<file path="src/design/exec_pkg.sv">
// package with the ALU operation codes and instruction layouts shared by the execute slice.
`default_nettype none

package exec_pkg;

	typedef enum logic [4:0] {
		ALU_ADD,
		ALU_SUB,
		ALU_SLL,
		ALU_SLT,
		ALU_SLTU,
		ALU_XOR,
		ALU_SRL,
		ALU_SRA,
		ALU_OR,
		ALU_AND,
		ALU_MUL,
		ALU_MULH,
		ALU_MULHSU,
		ALU_MULHU,
		ALU_DIV,
		ALU_DIVU,
		ALU_REM,
		ALU_REMU
	} alu_op_t;

	// three readings of the same 32-bit instruction word.
	typedef union packed {
		struct packed {
			logic [6:0] funct7;
			logic [4:0] rs2;
			logic [4:0] rs1;
			logic [2:0] funct3;
			logic [4:0] rd;
			logic [6:0] opcode;
		} r_view;
		struct packed {
			logic [11:0] imm;
			logic [4:0]  rs1;
			logic [2:0]  funct3;
			logic [4:0]  rd;
			logic [6:0]  opcode;
		} i_view;
		struct packed {
			logic [19:0] imm;
			logic [4:0]  rd;
			logic [6:0]  opcode;
		} u_view;
	} instr_word_u;

	localparam logic [6:0] OPC_OP        = 7'b0110011;
	localparam logic [6:0] OPC_OP_IMM    = 7'b0010011;
	localparam logic [6:0] OPC_LUI       = 7'b0110111;
	localparam logic [6:0] OPC_AUIPC     = 7'b0010111;
	localparam logic [6:0] FUNCT7_MULDIV = 7'b0000001;
	localparam logic [6:0] FUNCT7_ALT    = 7'b0100000;

	// op, operand_a, operand_b, rd.
	localparam int ENTRY_W = 5 + 32 + 32 + 5;

	function automatic logic is_div_op(alu_op_t op);
		return op inside {ALU_DIV, ALU_DIVU, ALU_REM, ALU_REMU};
	endfunction

endpackage

`default_nettype wire

</file>
<file path="src/design/issue_fifo.sv">
// circular queue of decoded operations between the decoder and the ALU unit, dropping on full.
`timescale 1ns/10ps
`default_nettype none

module issue_fifo #(
	parameter int depth = 4
) (
	input  wire                          clk,
	input  wire                          rst_n,
	input  wire                          push,
	input  wire  [exec_pkg::ENTRY_W-1:0] push_entry,
	input  wire                          pop,
	output logic [exec_pkg::ENTRY_W-1:0] head_entry,
	output logic                         not_empty,
	output logic                         overflow
);
	import exec_pkg::*;

	localparam int PTR_W = $clog2(depth);
	localparam int CNT_W = $clog2(depth + 1);

	logic [ENTRY_W-1:0] mem [depth];
	logic [PTR_W-1:0]   wr_ptr;
	logic [PTR_W-1:0]   rd_ptr;
	logic [CNT_W-1:0]   count;
	logic               full;
	logic               do_push;

	function automatic logic [PTR_W-1:0] next_ptr(logic [PTR_W-1:0] p);
		return (p == PTR_W'(depth - 1)) ? '0 : p + 1'b1;
	endfunction

	assign full       = (count == CNT_W'(depth));
	assign not_empty  = (count != '0);
	assign head_entry = mem[rd_ptr];
	// a pop in the same cycle frees the slot for the push.
	assign do_push    = push && (!full || pop);

	always_ff @(posedge clk) begin
		if (!rst_n) begin
			wr_ptr   <= '0;
			rd_ptr   <= '0;
			count    <= '0;
			overflow <= 1'b0;
		end else begin
			if (do_push) wr_ptr <= next_ptr(wr_ptr);
			if (pop) rd_ptr <= next_ptr(rd_ptr);
			if (do_push && !pop) count <= count + 1'b1;
			else if (!do_push && pop) count <= count - 1'b1;
			if (push && !do_push) overflow <= 1'b1;
		end
	end

	always_ff @(posedge clk) begin
		if (do_push) mem[wr_ptr] <= push_entry;
	end

endmodule

`default_nettype wire

</file>
<file path="config.mk">
export PLATFORM = sky130hd
export DESIGN_NAME = issue_fifo
export DESIGN_NICKNAME = d
export VERILOG_FILES = /design/src/design/exec_pkg.sv /design/src/design/issue_fifo.sv
export SDC_FILE = /design/constraint.sdc
export NUM_CORES = 1
export LEC_CHECK = 0
export ABC_AREA = 1
export BUFFER_PORTS_ARGS = -buffer_cell sky130_fd_sc_hd__buf_4
export CAP_MARGIN = 20
export CELL_PAD_IN_SITES_DETAIL_PLACEMENT = 1
export CELL_PAD_IN_SITES_GLOBAL_PLACEMENT = 1
export CORE_UTILIZATION = 47
export CTS_BUF_LIST = sky130_fd_sc_hd__clkbuf_16
export DETAILED_ROUTE_END_ITERATION = 12
export PLACE_DENSITY = 0.77
export SYNTH_ARGS = -nofsm -noshare
export SYNTH_HDL_FRONTEND = slang
export SYNTH_SLANG_ARGS = --single-unit
</file>
<file path="constraint.sdc">
create_clock -name clk -period 7.7 [get_ports clk]
set_clock_uncertainty 0.15 [all_clocks]
set_input_delay 2.31 -clock clk [delete_from_list [all_inputs] [get_ports clk]]
set_output_delay 2.31 -clock clk [all_outputs]
set_load 0.01 [all_outputs]
</file>
==> qor.txt <==
Clk Latency, worst-skew pair = 540 ps
Initial Utilization = 48.5%
Chip width = 158 µm
Hpwl dp = 16,100 µm
Fmax = 176 MHz
Die ar. = 0.0250 mm²
Crit-path slowest cell = inv_4
Filler Cells Inserted = 2,301
Worst Tran Pin Value = 1040 ps
Period minus WS final = 5680 ps
Drt initial violations = 435
Clk root buf = clkbuf_16
Final period utilization = 73.7%
Vias/cell = 5.55
Sequential power share = 52.2%
TritonRoute pass-1 iters = 4
Routed Antenna Nets = 0
CTS tree = built
Max cap viols = 0
Synth unique cells = 20
Crit path buffers/inverters = 3
Power density over the cells = 273 mW/mm²
Largest stage delay, worst path = 730 ps
Fin worst setup slack = 2020 ps
Post-synth top area share = 77.5%
Layout area overhead = 20.0%
H-tree depth = 1
Adder-cell share of the synthesized area = 0.829%
Largest family of logic cells by synthesized area = compound AO/OA/AOI/OAI gates
GR Overflow Total = 0
Status = finished clean
Global-route wire length before repair = 42,200 µm
Peak VDD IR = 0.142 mV
DP Worst Slack = 2660 ps
Critical setup path kind = reg -> out
Simple-gate portion of the synthesized area = 5.91%
Lkg Pwr = 0.00487 µW
Final WL = 27,800 µm
Worst path top cell family by delay = buffers and inverters
Synth warnings = 0
Most common cell after layout, fill and taps aside = edfxtp_1
Endpoints failing setup = 0
Hold path endpoint = overflow$_SDFFE_PN0P_
Worst-path clk slew = 60 ps
Final #Nets = 1,019
Sequential Area = 0.00909 mm²
Critical Path RT = 5240 ps
Logic pwr share = 12.0%
Hold path start = overflow$_SDFFE_PN0P_
Crit path DAT = 3220 ps
# hold bufs at CTS = 0
XOR/XNOR Fraction of Synth Area = 0.0763%
Setup Fix Bufs, Post-CTS = 0
Largest net degree at the start of global routing = 101
Critical Path Most Common Cell = buf_4
Gpl congestion = 0.696
CP Launch Type = flop
I/O Buffers = 153
Critical path depth in cells = 5
Cell-internal power = 2860 µW
Std cell rows = 56
Cell count of the worst reg-to-reg path = 5
Final Hold Vio Count = 0
Mux contribution to synthesized area = 0%
Clock network power share = 35.8%
Clock sink count = 306
Most frequent cells in the layout = edfxtp_1, buf_4, nor2_1
Largest cells by area after synthesis = edfxtp_1, nor2_1, o21ai_0
Core area = 0.0237 mm²
Register-to-register setup slack = 4670 ps
IO Pins = 154
CP Capture Type = output port
Reg2reg start = count[0]$_SDFFE_PN0P_
Layout cells sized above 1 = 21.9%
Min-Delay Path Class = reg -> reg
Hold Crit Depth = 2
Avg Inst Size Synth = 14.6 µm²
Relative slew margins = 30.7%
Tot GR Track Use = 22.6%
Crit path max fanout = 87
Vias = 7,082
Net count after synthesis = 871
#FFs+latches synth = 306
Initial antenna violation count = 0
Vias in the first global route = 7,513
Num CTS Buffers = 31
CP Cell Sequence = inv_4 -> buf_4 -> o21ai_0 -> o22ai_1 -> buf_4
Cells after Synth = 786
Setup TNS = 0 ps
Synth Area in Compound Gates = 10.8%
Reg2reg end = mem[3][65]$_DFFE_PP_
Area of the multi-input gates = 0.00205 mm²
Sequential element share of the synthesized area = 79.2%
Switching power = 900 µW
CTS max path bufs = 3
Wire length per cell = 21.8 µm
Post-cts resize count = 0
Post-route DRC = 0
RSZ-0062 raised after global routing = no
Synth Cell Area = 0.0115 mm²
Die height = 158 µm
Post-synth top area cell = edfxtp_1
Sw Ratio = 23.9%
Fin. max-slew vios = 0
-- worst max-delay path by stage --
stage | startpoint | endpoint | slack (ps)
5_1_grt | flop | head_entry[56] | 1830
6_report | flop | head_entry[59] | 2020
2_1_floorplan | pop | mem[0][0]$_DFFE_PP_ | 1360
3_5_place_dp | flop | head_entry[56] | 2660
3_3_place_gp | flop | head_entry[56] | 2700
4_1_cts | flop | head_entry[56] | 2050
-- per-stage QoR --
step | total power (µW) | instances | hold WS [ps] | util (%) | area [µm²]
detailed placement | 2450 | 1218 | 324 | 54.1 | 12800
global route | 3890 | 1275 | 345 | 58.1 | 13800
floorplan | 2220 | 786 | 322 | - | 11500
CTS | 3780 | 1273 | 340 | 57.9 | 13700
finish | 3760 | 1276 | 337 | 58.1 | 13800
global placement | 2430 | 1218 | 303 | 54.1 | 12800
-- registers in the layout, summed over array words and instances (netlist names), named ones only --
register and flops:
wr_ptr 2, count 3, mem 296, overflow 1, rd_ptr 2
-- cells by family after synthesis --
kind of cell,after synthesis
compound gates,228
flops,306
buf+inv,65
simple gates,179
fa+ha+maj,7
xor+xnor,1
-- cell type report --
class                      count  share of cell area [%]
clock inverter                24                   0.900
tap                          319                    2.90
sequential                   306                    66.0
antenna                        1                  0.0182
timing repair buffer         163                    9.18
inverter                      17                   0.482
multi-input combinational    415                    14.9
clock buffer                  31                    5.63
-- power groups by stage --
stage          combinational, µW  clock (µW)  sequential, µW
3_5_place_dp                 448           0            2000
4_1_cts                      452        1370            1970
5_1_grt                      492        1420            1970
2_1_floorplan                229           0            1990
6_report                     450        1340            1960
3_3_place_gp                 432           0            1990
-- per-layer routing --
layer / part of all wire [%] / GRT usage [%] / vias up
met2: 52 / 39.7 / 197
met3: 5.7 / 3.35 / 35
met1: 41 / 29.3 / 3604
met5: 0 / 0 / -
met4: 1.8 / 5.82 / 0
li1: - / - / 3246
-- cell usage after synthesis --
| cell | number |
|---|---|
| edfxtp_1 | 296 |
| nor2_1 | 164 |
| o21ai_0 | 96 |
| o22ai_1 | 74 |
| o21ai_1 | 54 |
| clkbuf_1 | 20 |
| inv_1 | 16 |
| buf_6 | 12 |
| dfxtp_1 | 10 |
| nand2_1 | 10 |
| buf_2 | 8 |
| buf_4 | 6 |
| ha_1 | 6 |
| a21oi_1 | 4 |
| nand3_1 | 4 |
| clkbuf_2 | 2 |
| fa_1 | 1 |
| inv_4 | 1 |
| nor3_1 | 1 |
| xor2_1 | 1 |
-- worst min-delay path, cell delays in order (launching register included) --
cell and delay (ps):
dfxtp_1 320, inv_1 50, a21oi_1 70
Power figures use the tool's default switching activity.
