<file path="src/design/exec_pkg.sv">
// package with the ALU operation codes and instruction layouts shared by the execute slice.
`default_nettype none

package exec_pkg;

	typedef enum logic [4:0] {
		ALU_ADD,
		ALU_SUB,
		ALU_SLL,
		ALU_SLT,
		ALU_SLTU,
		ALU_XOR,
		ALU_SRL,
		ALU_SRA,
		ALU_OR,
		ALU_AND,
		ALU_MUL,
		ALU_MULH,
		ALU_MULHSU,
		ALU_MULHU,
		ALU_DIV,
		ALU_DIVU,
		ALU_REM,
		ALU_REMU
	} alu_op_t;

	// three readings of the same 32-bit instruction word.
	typedef union packed {
		struct packed {
			logic [6:0] funct7;
			logic [4:0] rs2;
			logic [4:0] rs1;
			logic [2:0] funct3;
			logic [4:0] rd;
			logic [6:0] opcode;
		} r_view;
		struct packed {
			logic [11:0] imm;
			logic [4:0]  rs1;
			logic [2:0]  funct3;
			logic [4:0]  rd;
			logic [6:0]  opcode;
		} i_view;
		struct packed {
			logic [19:0] imm;
			logic [4:0]  rd;
			logic [6:0]  opcode;
		} u_view;
	} instr_word_u;

	localparam logic [6:0] OPC_OP        = 7'b0110011;
	localparam logic [6:0] OPC_OP_IMM    = 7'b0010011;
	localparam logic [6:0] OPC_LUI       = 7'b0110111;
	localparam logic [6:0] OPC_AUIPC     = 7'b0010111;
	localparam logic [6:0] FUNCT7_MULDIV = 7'b0000001;
	localparam logic [6:0] FUNCT7_ALT    = 7'b0100000;

	// op, operand_a, operand_b, rd.
	localparam int ENTRY_W = 5 + 32 + 32 + 5;

	function automatic logic is_div_op(alu_op_t op);
		return op inside {ALU_DIV, ALU_DIVU, ALU_REM, ALU_REMU};
	endfunction

endpackage

`default_nettype wire

</file>
<file path="src/design/instr_decoder.sv">
// decodes one strobed RV32IM instruction into a registered queue entry for the execute slice.
`timescale 1ns/10ps
`default_nettype none

module instr_decoder (
	input  wire                          clk,
	input  wire                          rst_n,
	input  wire                          instr_valid,
	input  wire  [31:0]                  instr,
	input  wire  [31:0]                  pc,
	input  wire  [31:0]                  rs1_val,
	input  wire  [31:0]                  rs2_val,
	output logic                         dec_valid,
	output logic [exec_pkg::ENTRY_W-1:0] dec_entry
);
	import exec_pkg::*;

	instr_word_u iw;
	alu_op_t     op;
	logic [31:0] opa;
	logic [31:0] opb;
	logic        supported;
	logic        alt;

	assign iw  = instr;
	assign alt = (iw.r_view.funct7 == FUNCT7_ALT);

	always_comb begin
		supported = 1'b0;
		op        = ALU_ADD;
		opa       = rs1_val;
		opb       = rs2_val;
		case (iw.r_view.opcode)
			OPC_OP: begin
				supported = 1'b1;
				if (iw.r_view.funct7 == FUNCT7_MULDIV) begin
					// funct3 order matches the enum from MUL on.
					op = alu_op_t'(5'(ALU_MUL) + 5'(iw.r_view.funct3));
				end else begin
					case (iw.r_view.funct3)
						3'd0: op = alt ? ALU_SUB : ALU_ADD;
						3'd1: op = ALU_SLL;
						3'd2: op = ALU_SLT;
						3'd3: op = ALU_SLTU;
						3'd4: op = ALU_XOR;
						3'd5: op = alt ? ALU_SRA : ALU_SRL;
						3'd6: op = ALU_OR;
						default: op = ALU_AND;
					endcase
				end
			end
			OPC_OP_IMM: begin
				supported = 1'b1;
				opb = {{20{iw.i_view.imm[11]}}, iw.i_view.imm};
				case (iw.i_view.funct3)
					3'd0: op = ALU_ADD;
					3'd1: op = ALU_SLL;
					3'd2: op = ALU_SLT;
					3'd3: op = ALU_SLTU;
					3'd4: op = ALU_XOR;
					3'd5: op = alt ? ALU_SRA : ALU_SRL;
					3'd6: op = ALU_OR;
					default: op = ALU_AND;
				endcase
			end
			OPC_LUI: begin
				supported = 1'b1;
				opa = 32'd0;
				opb = {iw.u_view.imm, 12'd0};
			end
			OPC_AUIPC: begin
				supported = 1'b1;
				opa = pc;
				opb = {iw.u_view.imm, 12'd0};
			end
			default: supported = 1'b0;
		endcase
	end

	always_ff @(posedge clk) begin
		if (!rst_n) begin
			dec_valid <= 1'b0;
		end else begin
			dec_valid <= instr_valid && supported;
		end
	end

	always_ff @(posedge clk) begin
		if (instr_valid) begin
			dec_entry <= {op, opa, opb, iw.r_view.rd};
		end
	end

endmodule

`default_nettype wire

</file>
<file path="config.mk">
export PLATFORM = sky130hd
export DESIGN_NAME = instr_decoder
export DESIGN_NICKNAME = d
export VERILOG_FILES = /design/src/design/exec_pkg.sv /design/src/design/instr_decoder.sv
export SDC_FILE = /design/constraint.sdc
export NUM_CORES = 1
export LEC_CHECK = 0
export BUFFER_PORTS_ARGS = -buffer_cell sky130_fd_sc_hd__clkbuf_2
export CORE_MARGIN = 3
export CORE_UTILIZATION = 40
export CTS_BUF_LIST = sky130_fd_sc_hd__clkbuf_2 sky130_fd_sc_hd__clkbuf_4 sky130_fd_sc_hd__clkbuf_8
export CTS_CLUSTER_SIZE = 14
export DETAILED_ROUTE_END_ITERATION = 10
export GPL_TIMING_DRIVEN = 0
export PLACE_DENSITY = 0.78
export SLEW_MARGIN = 20
export SYNTH_ARGS = -nofsm -noshare
export SYNTH_HDL_FRONTEND = slang
export SYNTH_SLANG_ARGS = --single-unit
</file>
<file path="constraint.sdc">
create_clock -name clk -period 1.4 [get_ports clk]
set_input_delay 0.14 -clock clk [delete_from_list [all_inputs] [get_ports clk]]
set_output_delay 0.14 -clock clk [all_outputs]
set_load 0.05 [all_outputs]
</file>
==> impl_metrics.py <==
metrics = {
    "synth": {
        "yosys.area_share.simple": 0.121,
        "synth.distinct_cells": 32,
        "ys.flop_type": "edfxtp_1",
        "async_flop_share": 0,
        "syn_inst": 263,
        "yosys.area.top_type": "edfxtp_1",
        "synth-seq-cells": 75,
        "synth_xor_area_frac": 0,
        "synth_top_area_share": 0.647,
        "synthMuxAreaShare": 0.00910,
        "synth_compound_area_frac": 0.146,
        "syn-num-nets": 396,
        "synth-edff-count": 74,
        "synthTopCellsByArea": "edfxtp_1 65%, nand3b_1 7.0%, a221o_1 5.5%",
        "synth_fa_ha_area_frac": 0.00728,
        "synth_top_family_by_area": "compound AO/OA/AOI/OAI gates",
        "synthTopCellsByCount": "74 x edfxtp_1, 35 x inv_1, 32 x nand3b_1",
        "yosys.cell_count.top_type": "edfxtp_1",
        "seq_area_frac_synth": 0.652,
        "yosysWarnings": 0,
        "avgSynthCellArea_sq_um": 13.1,
        "netlist_area_sq_um": 3440,
    },
    "min_path": {
        "hold_start": "instr[3]",
        "hold_depth": 2,
        "min_to": "dec_valid",
        "hold_class": "primary input to flop",
    },
    "drt": {
        "wirelength_um": 9960,
        "routedWlPerCell_um": 16.7,
        "drc": 0,
        "vias_per_cell": 5.06,
        "postRouteAntennaNets": 0,
        "vias": 3017,
        "drt_iter0_drc": 138,
        "drt_first_pass_iters": 4,
    },
    "cts": {
        "clock_path_buffers": 2,
        "cts_root_buf": "clkbuf_8",
        "cts_sinks": 75,
        "postCtsSetupBuffers": 0,
        "h-tree-depth": 3,
        "cts_tree": "done",
        "cts_buffers": 9,
        "clk_pin_slew_ns": 0.09,
    },
    "pwr": {
        "ir_drop_mv": 0.494,
        "p_sw_mw": 1.82,
        "p_clk_frac": 0.325,
        "p_int_mw": 4.03,
        "p_leak_nw": 2.30,
        "power.density_nw_per_um2": 1190,
        "comb_power_share": 0.213,
        "p_sw_frac": 0.311,
        "p_total_mw": 5.86,
        "seqPwrFrac": 0.463,
    },
    "place": {
        "dp_hpwl_um": 7580,
        "placed_cell_area_sq_um": 4620,
        "gp_congestion": 0.843,
        "dp_cells": 574,
        "pre_cts_slack_ns": -0.389,
        "io_buffer_count": 205,
    },
    "floorplan": {
        "die_y_um": 98.7,
        "start_util": 0.414,
        "die_area_sq_um": 9740,
        "die-width_um": 98.7,
        "rows": 33,
        "core_area_sq_um": 8300,
        "top_level_ports": 206,
    },
    "worst_setup_path": {
        "worst-setup-path-type": "primary input to flop",
        "worstPathArrival_ns": 1.38,
        "cp.required_ns": 1.49,
        "end_kind": "flop",
        "crit_fanout": 10,
        "startpoint_type": "primary input",
    },
    "run_status": {
        "outcome": "finished clean",
    },
    "global_routing": {
        "grt_overflow_total": 0,
        "antenna_found_initial": 0,
        "globalRouteTotalUtil": 0.203,
        "grt_pass1_wl_um": 15400,
        "grt_pass1_vias": 3078,
        "grt_max_degree": 47,
    },
    "sta": {
        "min_period_over_period": 0.926,
        "finalSetupViolCount": 0,
        "fmax_mhz": 771,
        "rsz0062_at_grt": "false",
        "worstMarginPinSlew_ns": 0.569,
        "hold_viol": 0,
        "tns_ns": 0,
        "min_period_ns": 1.30,
        "setup_ws_ns": 0.103,
        "drv_slew": 0,
        "slew_headroom": 0.620,
        "hold_ws_ns": 0.0740,
    },
    "layout": {
        "final_util": 0.594,
        "drive_gt1_frac": 0.489,
        "nets": 619,
        "instances_no_fill": 596,
        "nFillCells": 723,
        "n_antenna_cell": 0,
        "fin_area_sq_um": 4930,
        "area_growth_pct": 43.4,
    },
    "job": {
        "maxCapViolCount": 0,
    },
}
-- final cells by class --
type / instances / area [sq um] / area share
Multi-Input combinational cell: 133 / 990 / 0.201
Clock buffer: 9 / 124 / 0.0251
Inverter: 35 / 131 / 0.0267
Sequential cell: 75 / 2240 / 0.455
Timing Repair Buffer: 212 / 1120 / 0.226
Tap cell: 105 / 131 / 0.0267
Buffer: 20 / 95.1 / 0.0193
Clock inverter: 7 / 98.8 / 0.0201
-- placed cells by master (no fill, tap or decap), drive strengths merged, types with 2 or more instances in the layout --
cell type and count:
nand3b 32, clkinv 3, edfxtp 74, bufinv 2, a221o 19, mux2i 2, a21o 2, nor2b 2
buf 11, nor3b 2, nor3 3, nor4b 2, nor2 7, ha 2, a22o 11, or3 2
a211oi 2, o21ai 33, inv 37, dlygate4sd3 6, nand2 3, clkbuf 224
-- power groups by stage --
| stage | Sequential, mW | Combinational, mW | Clock [mW] |
|---|---|---|---|
| 2_1_floorplan | 3.39 | 0.149 | 0 |
| 3_5_place_dp | 2.76 | 1.24 | 0 |
| 5_1_grt | 2.73 | 1.31 | 2.06 |
| 6_report | 2.71 | 1.25 | 1.90 |
| 4_1_cts | 2.71 | 1.25 | 1.93 |
| 3_3_place_gp | 2.76 | 1.21 | 0 |
-- flip-flops by register name, indices dropped and copies added (netlist names) --
name       cells
dec_valid      1
dec_entry     74
-- worst max-delay path, cell delays in order --
cell and delay (ns):
clkbuf_2 0.08, nand4b_4 0.21, nor3b_4 0.26, nor2_1 0.14, buf_2 0.22, a221o_1 0.32
-- worst max-delay path by stage --
| stage | from | to | slack, ns |
|---|---|---|---|
| floorplan | instr[6] | dec_entry[17] | 0.005 |
| global placement | instr_valid | dec_entry[70] | -0.49 |
| detailed placement | instr[5] | dec_entry[5] | -0.39 |
| CTS | instr[5] | dec_entry[20] | -0.01 |
| global route | instr[6] | dec_entry[30] | 0.001 |
| finish | instr[6] | dec_entry[20] | 0.10 |
-- cell families after synthesis --
family / count (synthesis)
compound gates: 70
fa+ha+maj: 2
buf+inv: 55
flops: 75
mux: 3
simple gates: 58
-- metal layers --
metal / wire, um / track usage
met1: 3950 / 0.248
met2: 4960 / 0.333
met3: 749 / 0.0580
met4: 299 / 0.0977
met5: 0 / 0
-- what timing repair did --
item / 4_1_cts / 5_1_grt
resized for setup: 0 / 9
pin swaps: 0 / 1
endpoints found under the setup margin: 7 / 48
hold buffers: 6 / 0
endpoints found under the hold margin: 6 / 0
Note: power is estimated with default switching activity, not from simulation.
